==> config.mk <==
export PLATFORM = sky130hd
export DESIGN_NAME = icache_top
export DESIGN_NICKNAME = d
export VERILOG_FILES = /design/src/verilog/icache_pkg.sv /design/src/verilog/icache_lookup_if.sv /design/src/verilog/instr_cache.sv /design/src/verilog/icache_lookup.sv /design/src/verilog/icache_refill.sv /design/src/verilog/icache_resp.sv /design/src/verilog/icache_top.sv
export SDC_FILE = /design/constraint.sdc
export NUM_CORES = 2
export LEC_CHECK = 0
export BUFFER_PORTS_ARGS = -buffer_cell sky130_fd_sc_hd__buf_4
export CAP_MARGIN = 20
export CORE_AREA = 3 3 539 541
export DETAILED_ROUTE_END_ITERATION = 8
export DIE_AREA = 0 0 542 544
export GPL_ROUTABILITY_DRIVEN = 1
export GPL_TIMING_DRIVEN = 1
export SETUP_SLACK_MARGIN = 0.5
export SLEW_MARGIN = 20
export SYNTH_ARGS = -nofsm -noshare
export SYNTH_HDL_FRONTEND = slang
export SYNTH_HIERARCHICAL = 1
export SYNTH_SLANG_ARGS = --single-unit
export TNS_END_PERCENT = 100
==> constraint.sdc <==
create_clock -name clk -period 5.3 [get_ports clk]
set_clock_uncertainty 0.1 [all_clocks]
set_input_delay 1.06 -clock clk [delete_from_list [all_inputs] [get_ports clk]]
set_output_delay 1.06 -clock clk [all_outputs]
set_load 0.01 [all_outputs]
==> src/verilog/icache_pkg.sv <==
// ------------------------------
// Instruction cache package.
// Cache geometry, address field
// positions and refill states.
// ------------------------------

`default_nettype none

package icache_pkg;

    // ------------------------------
    // Geometry.
    // ------------------------------
    localparam int ADDR_W      = 32;
    localparam int WORD_W      = 32;
    localparam int BLOCK_COUNT = 16;
    localparam int WORD_COUNT  = 4;

    // Field widths, low to high.
    localparam int BYTE_OFF_W = 2;
    localparam int WORD_OFF_W = 2;
    localparam int INDEX_W    = 4;
    localparam int TAG_W      = ADDR_W - INDEX_W - WORD_OFF_W - BYTE_OFF_W;

    // Lowest bit of each field.
    localparam int WORD_OFF_LSB = BYTE_OFF_W;
    localparam int INDEX_LSB    = WORD_OFF_LSB + WORD_OFF_W;
    localparam int TAG_LSB      = INDEX_LSB + INDEX_W;

    // ------------------------------
    // Refill controller states.
    // ------------------------------
    typedef enum logic [1:0] {
        RF_IDLE,
        RF_REQ,
        RF_WAIT,
        RF_REPLAY
    } refill_state_t;

endpackage

`default_nettype wire

==> src/verilog/icache_lookup_if.sv <==
// ------------------------------
// Lookup stage bundle.
// One looked-up request passed
// from the lookup stage onward.
// ------------------------------

`timescale 1ns/1ps
`default_nettype none

interface icache_lookup_if
    import icache_pkg::*;
();

    // Strobe, one cycle per request.
    logic              valid;

    // Request address and stored word.
    logic [ADDR_W-1:0] addr;
    logic [WORD_W-1:0] instr;

    // Tag matched a valid line.
    logic              hit;

    modport src (
        output valid,
        output addr,
        output instr,
        output hit
    );

    modport dst (
        input valid,
        input addr,
        input instr,
        input hit
    );

endinterface

`default_nettype wire

==> src/verilog/instr_cache.sv <==
// ------------------------------
// Direct-mapped cache storage.
// Tags, valid bits and words.
// Combinational read port and a
// clocked fill write port.
// ------------------------------

`timescale 1ns/1ps
`default_nettype none

module instr_cache
    import icache_pkg::*;
(
    input  logic              clk,
    input  logic              arstn,

    // Fill write port.
    input  logic              i_we,
    input  logic [ADDR_W-1:0] i_addr,
    input  logic [WORD_W-1:0] i_data,

    // Lookup read port.
    input  logic [ADDR_W-1:0] i_rd_addr,
    output logic [WORD_W-1:0] o_instr,
    output logic [TAG_W-1:0]  o_tag,
    output logic              o_valid
);

    // Address fields.
    logic [TAG_W-1:0]      wr_tag;
    logic [INDEX_W-1:0]    wr_index;
    logic [WORD_OFF_W-1:0] wr_off;
    logic [INDEX_W-1:0]    rd_index;
    logic [WORD_OFF_W-1:0] rd_off;

    // Storage arrays.
    logic [TAG_W-1:0]       tag_mem  [BLOCK_COUNT];
    logic [WORD_W-1:0]      word_mem [BLOCK_COUNT][WORD_COUNT];
    logic [BLOCK_COUNT-1:0] valid_mem;

    assign wr_tag   = i_addr[ADDR_W-1:TAG_LSB];
    assign wr_index = i_addr[TAG_LSB-1:INDEX_LSB];
    assign wr_off   = i_addr[INDEX_LSB-1:WORD_OFF_LSB];
    assign rd_index = i_rd_addr[TAG_LSB-1:INDEX_LSB];
    assign rd_off   = i_rd_addr[INDEX_LSB-1:WORD_OFF_LSB];

    // Valid bits, cleared on reset.
    always_ff @(posedge clk or negedge arstn) begin
        if (!arstn) begin
            valid_mem <= '0;
        end else if (i_we) begin
            valid_mem[wr_index] <= 1'b1;
        end
    end

    // Tag and word arrays.
    always_ff @(posedge clk) begin
        if (i_we) begin
            tag_mem[wr_index]          <= wr_tag;
            word_mem[wr_index][wr_off] <= i_data;
        end
    end

    assign o_tag   = tag_mem[rd_index];
    assign o_valid = valid_mem[rd_index];
    assign o_instr = word_mem[rd_index][rd_off];

endmodule

`default_nettype wire

==> src/verilog/icache_lookup.sv <==
// ------------------------------
// Lookup pipeline stages.
// Stage 1 holds the request and
// reads the storage. Stage 2
// registers the tag compare.
// ------------------------------

`timescale 1ns/1ps
`default_nettype none

module icache_lookup
    import icache_pkg::*;
(
    input  logic              clk,
    input  logic              arstn,

    // Fetch request.
    input  logic              i_req_valid,
    input  logic [ADDR_W-1:0] i_req_addr,
    input  logic              i_busy,

    // Storage read port.
    output logic [ADDR_W-1:0] o_rd_addr,
    input  logic [WORD_W-1:0] i_instr,
    input  logic [TAG_W-1:0]  i_tag,
    input  logic              i_line_valid,

    // Next stage.
    icache_lookup_if.src      lk
);

    logic              s1_valid;
    logic [ADDR_W-1:0] s1_addr;
    logic              tag_hit;

    // ------------------------------
    // Stage 1.
    // ------------------------------

    // Holds its request while a refill runs.
    always_ff @(posedge clk or negedge arstn) begin
        if (!arstn) begin
            s1_valid <= 1'b0;
        end else if (!i_busy) begin
            s1_valid <= i_req_valid;
        end
    end

    always_ff @(posedge clk) begin
        if (!i_busy && i_req_valid) begin
            s1_addr <= i_req_addr;
        end
    end

    // Storage is re-read every cycle.
    assign o_rd_addr = s1_addr;
    assign tag_hit   = i_line_valid && (i_tag == s1_addr[ADDR_W-1:TAG_LSB]);

    // ------------------------------
    // Stage 2.
    // ------------------------------

    // Bubble while busy.
    always_ff @(posedge clk or negedge arstn) begin
        if (!arstn) begin
            lk.valid <= 1'b0;
            lk.hit   <= 1'b0;
        end else begin
            lk.valid <= s1_valid & ~i_busy;
            lk.hit   <= tag_hit;
        end
    end

    always_ff @(posedge clk) begin
        lk.addr  <= s1_addr;
        lk.instr <= i_instr;
    end

endmodule

`default_nettype wire

==> src/verilog/icache_refill.sv <==
// ------------------------------
// Miss refill controller.
// Reads a whole line word by
// word, fills the storage and
// replays the missed word.
// ------------------------------

`timescale 1ns/1ps
`default_nettype none

module icache_refill
    import icache_pkg::*;
(
    input  logic              clk,
    input  logic              arstn,

    // Second stage result.
    icache_lookup_if.dst      lk,
    output logic              o_busy,

    // Instruction memory.
    output logic              o_mem_rd,
    output logic [ADDR_W-1:0] o_mem_addr,
    input  logic              i_mem_valid,
    input  logic [WORD_W-1:0] i_mem_data,

    // Storage fill port.
    output logic              o_fill_we,
    output logic [ADDR_W-1:0] o_fill_addr,
    output logic [WORD_W-1:0] o_fill_data,

    // Replay to response stage.
    output logic              o_replay_valid,
    output logic [WORD_W-1:0] o_replay_instr
);

    refill_state_t         state;
    refill_state_t         state_next;
    logic [ADDR_W-1:0]     miss_addr;
    logic [WORD_OFF_W-1:0] word_cnt;
    logic [WORD_W-1:0]     replay_word;
    logic                  miss_seen;
    logic                  last_word;
    logic                  word_ret;
    logic [ADDR_W-1:0]     word_addr;

    assign miss_seen = lk.valid & ~lk.hit;
    assign last_word = (word_cnt == WORD_OFF_W'(WORD_COUNT - 1));
    assign word_ret  = (state == RF_WAIT) & i_mem_valid;

    // Line base plus current word offset.
    assign word_addr = {miss_addr[ADDR_W-1:INDEX_LSB], word_cnt, {BYTE_OFF_W{1'b0}}};

    // ------------------------------
    // State machine.
    // ------------------------------
    always_comb begin
        state_next = state;
        case (state)
            RF_IDLE: begin
                if (miss_seen) begin
                    state_next = RF_REQ;
                end
            end
            RF_REQ: begin
                state_next = RF_WAIT;
            end
            RF_WAIT: begin
                if (i_mem_valid) begin
                    state_next = last_word ? RF_REPLAY : RF_REQ;
                end
            end
            RF_REPLAY: begin
                state_next = RF_IDLE;
            end
            default: begin
                state_next = RF_IDLE;
            end
        endcase
    end

    always_ff @(posedge clk or negedge arstn) begin
        if (!arstn) begin
            state    <= RF_IDLE;
            word_cnt <= '0;
        end else begin
            state <= state_next;
            if (state == RF_IDLE) begin
                word_cnt <= '0;
            end else if (word_ret) begin
                word_cnt <= word_cnt + 1'b1;
            end
        end
    end

    // Miss address and the word to replay.
    always_ff @(posedge clk) begin
        if (state == RF_IDLE && miss_seen) begin
            miss_addr <= lk.addr;
        end
        if (word_ret && word_cnt == miss_addr[INDEX_LSB-1:WORD_OFF_LSB]) begin
            replay_word <= i_mem_data;
        end
    end

    // ------------------------------
    // Outputs.
    // ------------------------------
    assign o_busy         = (state != RF_IDLE) | miss_seen;
    assign o_mem_rd       = (state == RF_REQ);
    assign o_mem_addr     = word_addr;
    assign o_fill_we      = word_ret;
    assign o_fill_addr    = word_addr;
    assign o_fill_data    = i_mem_data;
    assign o_replay_valid = (state == RF_REPLAY);
    assign o_replay_instr = replay_word;

endmodule

`default_nettype wire

==> src/verilog/icache_resp.sv <==
// ------------------------------
// Response stage.
// Registers a hit word or a
// replayed refill word.
// ------------------------------

`timescale 1ns/1ps
`default_nettype none

module icache_resp
    import icache_pkg::*;
(
    input  logic              clk,
    input  logic              arstn,

    // Second stage result.
    icache_lookup_if.dst      lk,

    // Replay from refill.
    input  logic              i_replay_valid,
    input  logic [WORD_W-1:0] i_replay_instr,

    // Fetch response.
    output logic              o_resp_valid,
    output logic [WORD_W-1:0] o_resp_instr
);

    logic hit_valid;

    assign hit_valid = lk.valid & lk.hit;

    // Hit and replay are never seen together.
    always_ff @(posedge clk or negedge arstn) begin
        if (!arstn) begin
            o_resp_valid <= 1'b0;
        end else begin
            o_resp_valid <= hit_valid | i_replay_valid;
        end
    end

    always_ff @(posedge clk) begin
        if (hit_valid) begin
            o_resp_instr <= lk.instr;
        end else if (i_replay_valid) begin
            o_resp_instr <= i_replay_instr;
        end
    end

endmodule

`default_nettype wire

==> src/verilog/icache_top.sv <==
// ------------------------------
// Instruction cache top level.
// Lookup, refill and response
// stages around the storage.
// ------------------------------

`timescale 1ns/1ps
`default_nettype none

module icache_top
    import icache_pkg::*;
(
    input  logic              clk,
    input  logic              arstn,

    // Fetch request and response.
    input  logic              i_req_valid,
    input  logic [ADDR_W-1:0] i_req_addr,
    output logic              o_busy,
    output logic              o_resp_valid,
    output logic [WORD_W-1:0] o_resp_instr,

    // Instruction memory.
    output logic              o_mem_rd,
    output logic [ADDR_W-1:0] o_mem_addr,
    input  logic              i_mem_valid,
    input  logic [WORD_W-1:0] i_mem_data
);

    // Storage read side.
    logic [ADDR_W-1:0] rd_addr;
    logic [WORD_W-1:0] cache_instr;
    logic [TAG_W-1:0]  cache_tag;
    logic              cache_valid;

    // Fill and replay paths.
    logic              fill_we;
    logic [ADDR_W-1:0] fill_addr;
    logic [WORD_W-1:0] fill_data;
    logic              replay_valid;
    logic [WORD_W-1:0] replay_instr;

    // Pipeline stall.
    logic              busy;

    icache_lookup_if lk ();

    instr_cache instr_cache_i (
        .clk       (clk),
        .arstn     (arstn),
        .i_we      (fill_we),
        .i_addr    (fill_addr),
        .i_data    (fill_data),
        .i_rd_addr (rd_addr),
        .o_instr   (cache_instr),
        .o_tag     (cache_tag),
        .o_valid   (cache_valid)
    );

    icache_lookup icache_lookup_i (
        .clk          (clk),
        .arstn        (arstn),
        .i_req_valid  (i_req_valid),
        .i_req_addr   (i_req_addr),
        .i_busy       (busy),
        .o_rd_addr    (rd_addr),
        .i_instr      (cache_instr),
        .i_tag        (cache_tag),
        .i_line_valid (cache_valid),
        .lk           (lk.src)
    );

    icache_refill icache_refill_i (
        .clk            (clk),
        .arstn          (arstn),
        .lk             (lk.dst),
        .o_busy         (busy),
        .o_mem_rd       (o_mem_rd),
        .o_mem_addr     (o_mem_addr),
        .i_mem_valid    (i_mem_valid),
        .i_mem_data     (i_mem_data),
        .o_fill_we      (fill_we),
        .o_fill_addr    (fill_addr),
        .o_fill_data    (fill_data),
        .o_replay_valid (replay_valid),
        .o_replay_instr (replay_instr)
    );

    icache_resp icache_resp_i (
        .clk            (clk),
        .arstn          (arstn),
        .lk             (lk.dst),
        .i_replay_valid (replay_valid),
        .i_replay_instr (replay_instr),
        .o_resp_valid   (o_resp_valid),
        .o_resp_instr   (o_resp_instr)
    );

    assign o_busy = busy;

endmodule

`default_nettype wire

==> After elaboration in Yosys (flattened, before gate mapping) <==
Memories as Yosys holds them, arrays and structs flattened. A register that Yosys moved wholly into a read port is not among the register bits.
Index checks and enable logic that the tools add are counted.
{ "word_totals": {"regBits": 216, "mem_bits_rw": 2432, "inputBits": 68, "output_inout_bits": 67, "mem_count": 2} }
{ "classes": {"n_addsub": 1, "n_lt_le_gt_ge": 6, "eq_ne": 8, "muxes": 22, "bitwise_logic": 11, "reduce_logical": 12} }
{ "memory_table": {"columns": ["name", "words", "word_bits", "read_ports", "rd_clocked_by_memory_dff", "wr", "line_no", "text"], "rows": [
  ["instr_cache_i.word_mem", 16, 128, 1, 1, 1, "instr_cache.sv:38", "logic [WORD_W-1:0] word_mem [BLOCK_COUNT][WORD_COUNT];"],
  ["instr_cache_i.tag_mem", 16, 24, 1, 1, 1, "instr_cache.sv:37", "logic [TAG_W-1:0] tag_mem [BLOCK_COUNT];"]
]} }
{ "ops": {"columns": ["op", "count"], "rows": [
  ["32-bit 2-to-1 mux", 5],
  ["128-bit 2-to-1 mux", 1],
  ["32-bit binary-select mux with 2-bit select", 1],
  ["32-bit demux with 2-bit select", 1],
  ["24-bit == test", 1],
  ["16-bit bitwise OR", 1],
  ["4-bit by 5-bit less-than comparator with 1-bit output (second input constant)", 2],
  ["2-bit 2-to-1 mux", 5],
  ["4-bit 2-to-1 mux", 2],
  ["2-bit case mux with 4 select lines", 1],
  ["2-bit == test (second input constant)", 3],
  ["3-bit >= comparator (second input constant)", 2],
  ["1-bit logical AND", 6],
  ["2-bit NOT with 3-bit output", 2],
  ["2-bit nonzero test", 3],
  ["1-bit AND", 4],
  ["1-bit binary-select mux with 4-bit select", 1],
  ["1-bit demux with 4-bit select", 1],
  ["4-bit by 1-bit >= comparator with 1-bit output (second input constant)", 1],
  ["1-bit 2-to-1 mux", 4],
  ["3-bit by 1-bit less-than comparator with 1-bit output (second input constant)", 1],
  ["2-bit by 1-bit adder with 2-bit output (second input constant)", 1],
  ["2-bit by 1-bit == test with 1-bit output (second input constant)", 1],
  ["2-bit == test", 1],
  ["other kinds (7)", 9]
]} }

==> Logic depth before layout (Yosys ltp) <==
{ "depth": {"word_depth": 6, "depth_mapped": 12} }

==> By module <==
The synthesis kept the hierarchy.
{ "by_module_without_submodules": {"columns": ["mod", "instances", "cells_each", "area_each_um2"], "rows": [
  ["instr_cache", 1, 4065, 93096.8],
  ["icache_refill", 1, 187, 2864.0],
  ["icache_lookup", 1, 135, 2606.2],
  ["icache_resp", 1, 70, 1501.4]
]} }

==> Least setup slack after synthesis <==
No wires, ideal clock.
{ "synth_timing": {"path_kind": "input to register", "start": "input i_mem_valid", "end": "memory instr_cache_i/word_mem[15][100] (netlist name), enable pin", "arrival_time_ps": 3425, "t_required_ps": 4779, "path_slack_ps": 1354, "stages": 7, "path_buffers": 2, "path_cell_list": "nand3b_4 inv_1 inv_2 or3_1 clkbuf_1 clkbuf_1 nor2_1"} }
{ "synth_between": {"elab_chain_len": 3} }
{ "synth_lines": {"columns": ["item", "line_no", "text"], "rows": [
  ["start: declaration", "icache_top.sv:26", "input logic i_mem_valid,"],
  ["1-bit AND", "icache_refill.sv:49", "assign word_ret = (state == RF_WAIT) & i_mem_valid;"],
  ["net fill_we", "icache_top.sv:37", "logic fill_we;"],
  ["1-bit 2-to-1 mux", "instr_cache.sv:58", "if (i_we) begin"],
  ["128-bit 2-to-1 mux (not written as such)", "instr_cache.sv:60", "word_mem[wr_index][wr_off] <= i_data;"],
  ["end: declaration", "instr_cache.sv:38", null]
]} }
The timed path passes the listed nets, and every way through them passes these cells.

==> Worst setup path in the final report <==
{ "layout_timing": {"start": "register icache_refill_i.state[0]", "end": "memory instr_cache_i/word_mem[3][125] (netlist name), enable pin"} }
{ "layout_between": {"elab_chain_len": 4} }
{ "layout_lines": {"columns": ["item", "line_no", "text"], "rows": [
  ["start: declaration", "icache_refill.sv:37", "refill_state_t state;"],
  ["start signal: assignment", "icache_refill.sv:87", "state <= state_next;"],
  ["2-bit == test", "icache_refill.sv:49", null],
  ["1-bit AND", "icache_refill.sv:49", null],
  ["net fill_we", "icache_top.sv:37", null],
  ["1-bit 2-to-1 mux", "instr_cache.sv:58", null],
  ["128-bit 2-to-1 mux (not written as such)", "instr_cache.sv:60", null]
]} }
The timed path passes the listed nets, and every way through them passes these cells.

==> results.md <==
- Clk buf depth: 4
- IO buf count: 130
- Final antenna-violating net count: 0
- Row cnt: 196
- Slew Viols, Final: 0
- DR vias/cell: 5.39
- Syn Std Cell Area: 100,000 µm²
- Post-layout util: 40.1%
- Starting DRT DRC Count: 5,145
- Post-synthesis to final-layout area growth: 14.6%
- Die width: 542 µm
- Status: finished, final reports clean
- Worst Path Buf+Inv: 4
- Setup-failing EPs final: 0
- Clock root cell: clkbuf_16
- Initial Utilization: 35.0%
- Crit Path Class: flop to flop
- Worst-path fanout max: 22
- Share of cells above drive strength 1: 29.3%
- Worst Tran Pin Value: 1180 ps
- Drt first pass iters: 6
- Startpoint Class: flop
- Minimum clock period: 3750 ps
- Placed Instances: 8,212
- Syn Inst Count: 4,451
- Clock transition at path regs: 60 ps
- DRC Markers: 0
- Ports: 135
- Period utilisation layout: 70.7%
- Arrival @ worst endpoint: 4180 ps
- Number of global-route vias before repair: 47,443
- Die ar.: 295,000 µm²
- Final Non-Filler Cells: 8,671
- Largest net degree at the start of global routing: 94
- Total CTS buffers: 248
- Fill cell count: 24,999
- CTS tree: done
- CP required: 5730 ps
- Core area: 285,000 µm²
- Initial antenna violation count: 17
- H-tree Lvls: 4
- GP Congestion: 0.800
- Power Density: 440 nW/µm²
- Maximum clock rate: 267 MHz
- Crit. End Element: flop
- Fin Setup TNS: 0 ps
- Mean Syn Cell Area: 22.5 µm²
- Worst slew margin: 20.9%
- CP max-delay cell: or3_1
- Clk Latency, worst-skew pair: 900 ps
- Setup slack after layout: 1550 ps
- Hold Fails Final Rpt: 0
- Max Cap Viol: 0
- Leak: 35.8 nW
- Crit path cell chain: nand3b_4 > inv_1 > inv_2 > or3_1 > buf_4 > nor2_4 > buf_12
- Gr usage total: 16.4%
- Hold WC Path Type: primary input to flop
- Largest delay contributor family on the critical path: simple AND/OR/NAND/NOR gates
- DP Worst Slack: 965 ps
- RSZ-0062 raised after global routing: false
- Die Ht: 544 µm
- Worst hold margin: 239 ps
- Crit path largest cell delay: 780 ps
- Largest vdd supply drop: 0.324 mV
- Hpwl dp: 145 mm
- WL per Instance: 28.4 µm
- Synthesis Warnings: 6
- Via count: 46,766
- Setup bufs post-CTS: 0
- Grt total ovfl: 0
- Sink Count: 2,642
- Nets: 4,770
- Routed WL: 246 mm
- Global-route wire length before repair: 352 mm
[power breakdown]
part           internal (mW)  switching [mW]  total, mW
clock                   10.5            7.62       18.1
sequential              23.7           0.593       24.3
combinational           3.30            4.64       7.94
[stage by stage]
step | cell area (µm²) | total power [mW]
2_1_floorplan | 100000 | 29.6
3_3_place_gp | 106000 | 32.7
3_5_place_dp | 106000 | 32.8
4_1_cts | 115000 | 50.9
5_1_grt | 115000 | 52.1
6_report | 115000 | 50.4
[final timing paths]
path                                                      start                                       end  slack, ps  cells after the start
max                        icache_refill_i/state[0]$_DFFE_PN0P_  instr_cache_i/word_mem[3][125]$_DFFE_PP_       1550                      7
min                                              i_req_addr[25]   icache_lookup_i/o_rd_addr[25]$_DFFE_PP_        240                      1
min reg2reg                 icache_lookup_i/lk.addr[13]$_DFF_P_   icache_refill_i/miss_addr[13]$_DFFE_PP_        260                      0
max in group asynchronous                                 arstn   instr_cache_i/valid_mem[11]$_DFFE_PN0P_       4230                      2
max reg2reg                icache_refill_i/state[0]$_DFFE_PN0P_  instr_cache_i/word_mem[3][125]$_DFFE_PP_       1550                      7
min in group asynchronous                                 arstn          icache_lookup_i/lk.hit$_DFF_PN0_        530                      2
[per-layer routing]
| metal | part of all wire [%] | vias to the layer above | GRT usage, % |
|---|---|---|---|
| li1 | - | 19210 | - |
| met1 | 42 | 25394 | 23.4 |
| met2 | 47 | 1840 | 26.0 |
| met3 | 7.9 | 316 | 3.16 |
| met4 | 2.3 | 6 | 4.04 |
| met5 | 0.014 | - | 0 |
[area by class of cell]
class	count	area (µm²)	share of cell area, %
Tap cell	3762	4710	4.11
Clock inverter	152	1740	1.52
Timing Repair Buffer	325	2820	2.46
Clock buffer	299	6490	5.67
Multi-Input combinational cell	1481	20200	17.6
Sequential cell	2642	78600	68.6
Inverter	3	11.3	0.00983
Antenna cell	7	17.5	0.0153
[layout by cell type, fill, tap and decap left out, types with 18 or more instances in the layout]
cell	n
mux2_4	29
o221ai_1	62
nor2_4	82
nand2_1	72
bufinv_16	37
mux2_2	29
buf_12	29
nand3_1	62
or2_2	20
nor2_1	18
clkbuf_16	251
clkbuf_1	45
clkinv_2	53
dfxtp_1	62
a22oi_1	53
dfrtp_1	24
mux4_2	570
clkinv_1	44
mux2_1	20
buf_4	293
a221o_1	20
mux2i_1	142
nand4_1	55
edfxtp_1	2556
o22ai_1	68
[what timing repair did]
item	CTS	global route
resized for setup	0	0
hold endpoints to repair	24	0
hold buffers	1	0
[state kept, by name, indices dropped and copies added (netlist names), 2 cells and up]
name / flops
icache_refill_i/state: 2
icache_lookup_i/lk.addr: 30
instr_cache_i/word_mem: 2048
instr_cache_i/tag_mem: 384
icache_resp_i/o_resp_instr: 32
icache_lookup_i/o_rd_addr: 30
icache_refill_i/word_cnt: 2
icache_lookup_i/lk.instr: 32
icache_refill_i/o_replay_instr: 32
instr_cache_i/valid_mem: 16
icache_refill_i/miss_addr: 30
Power figures use the tool's default switching activity.
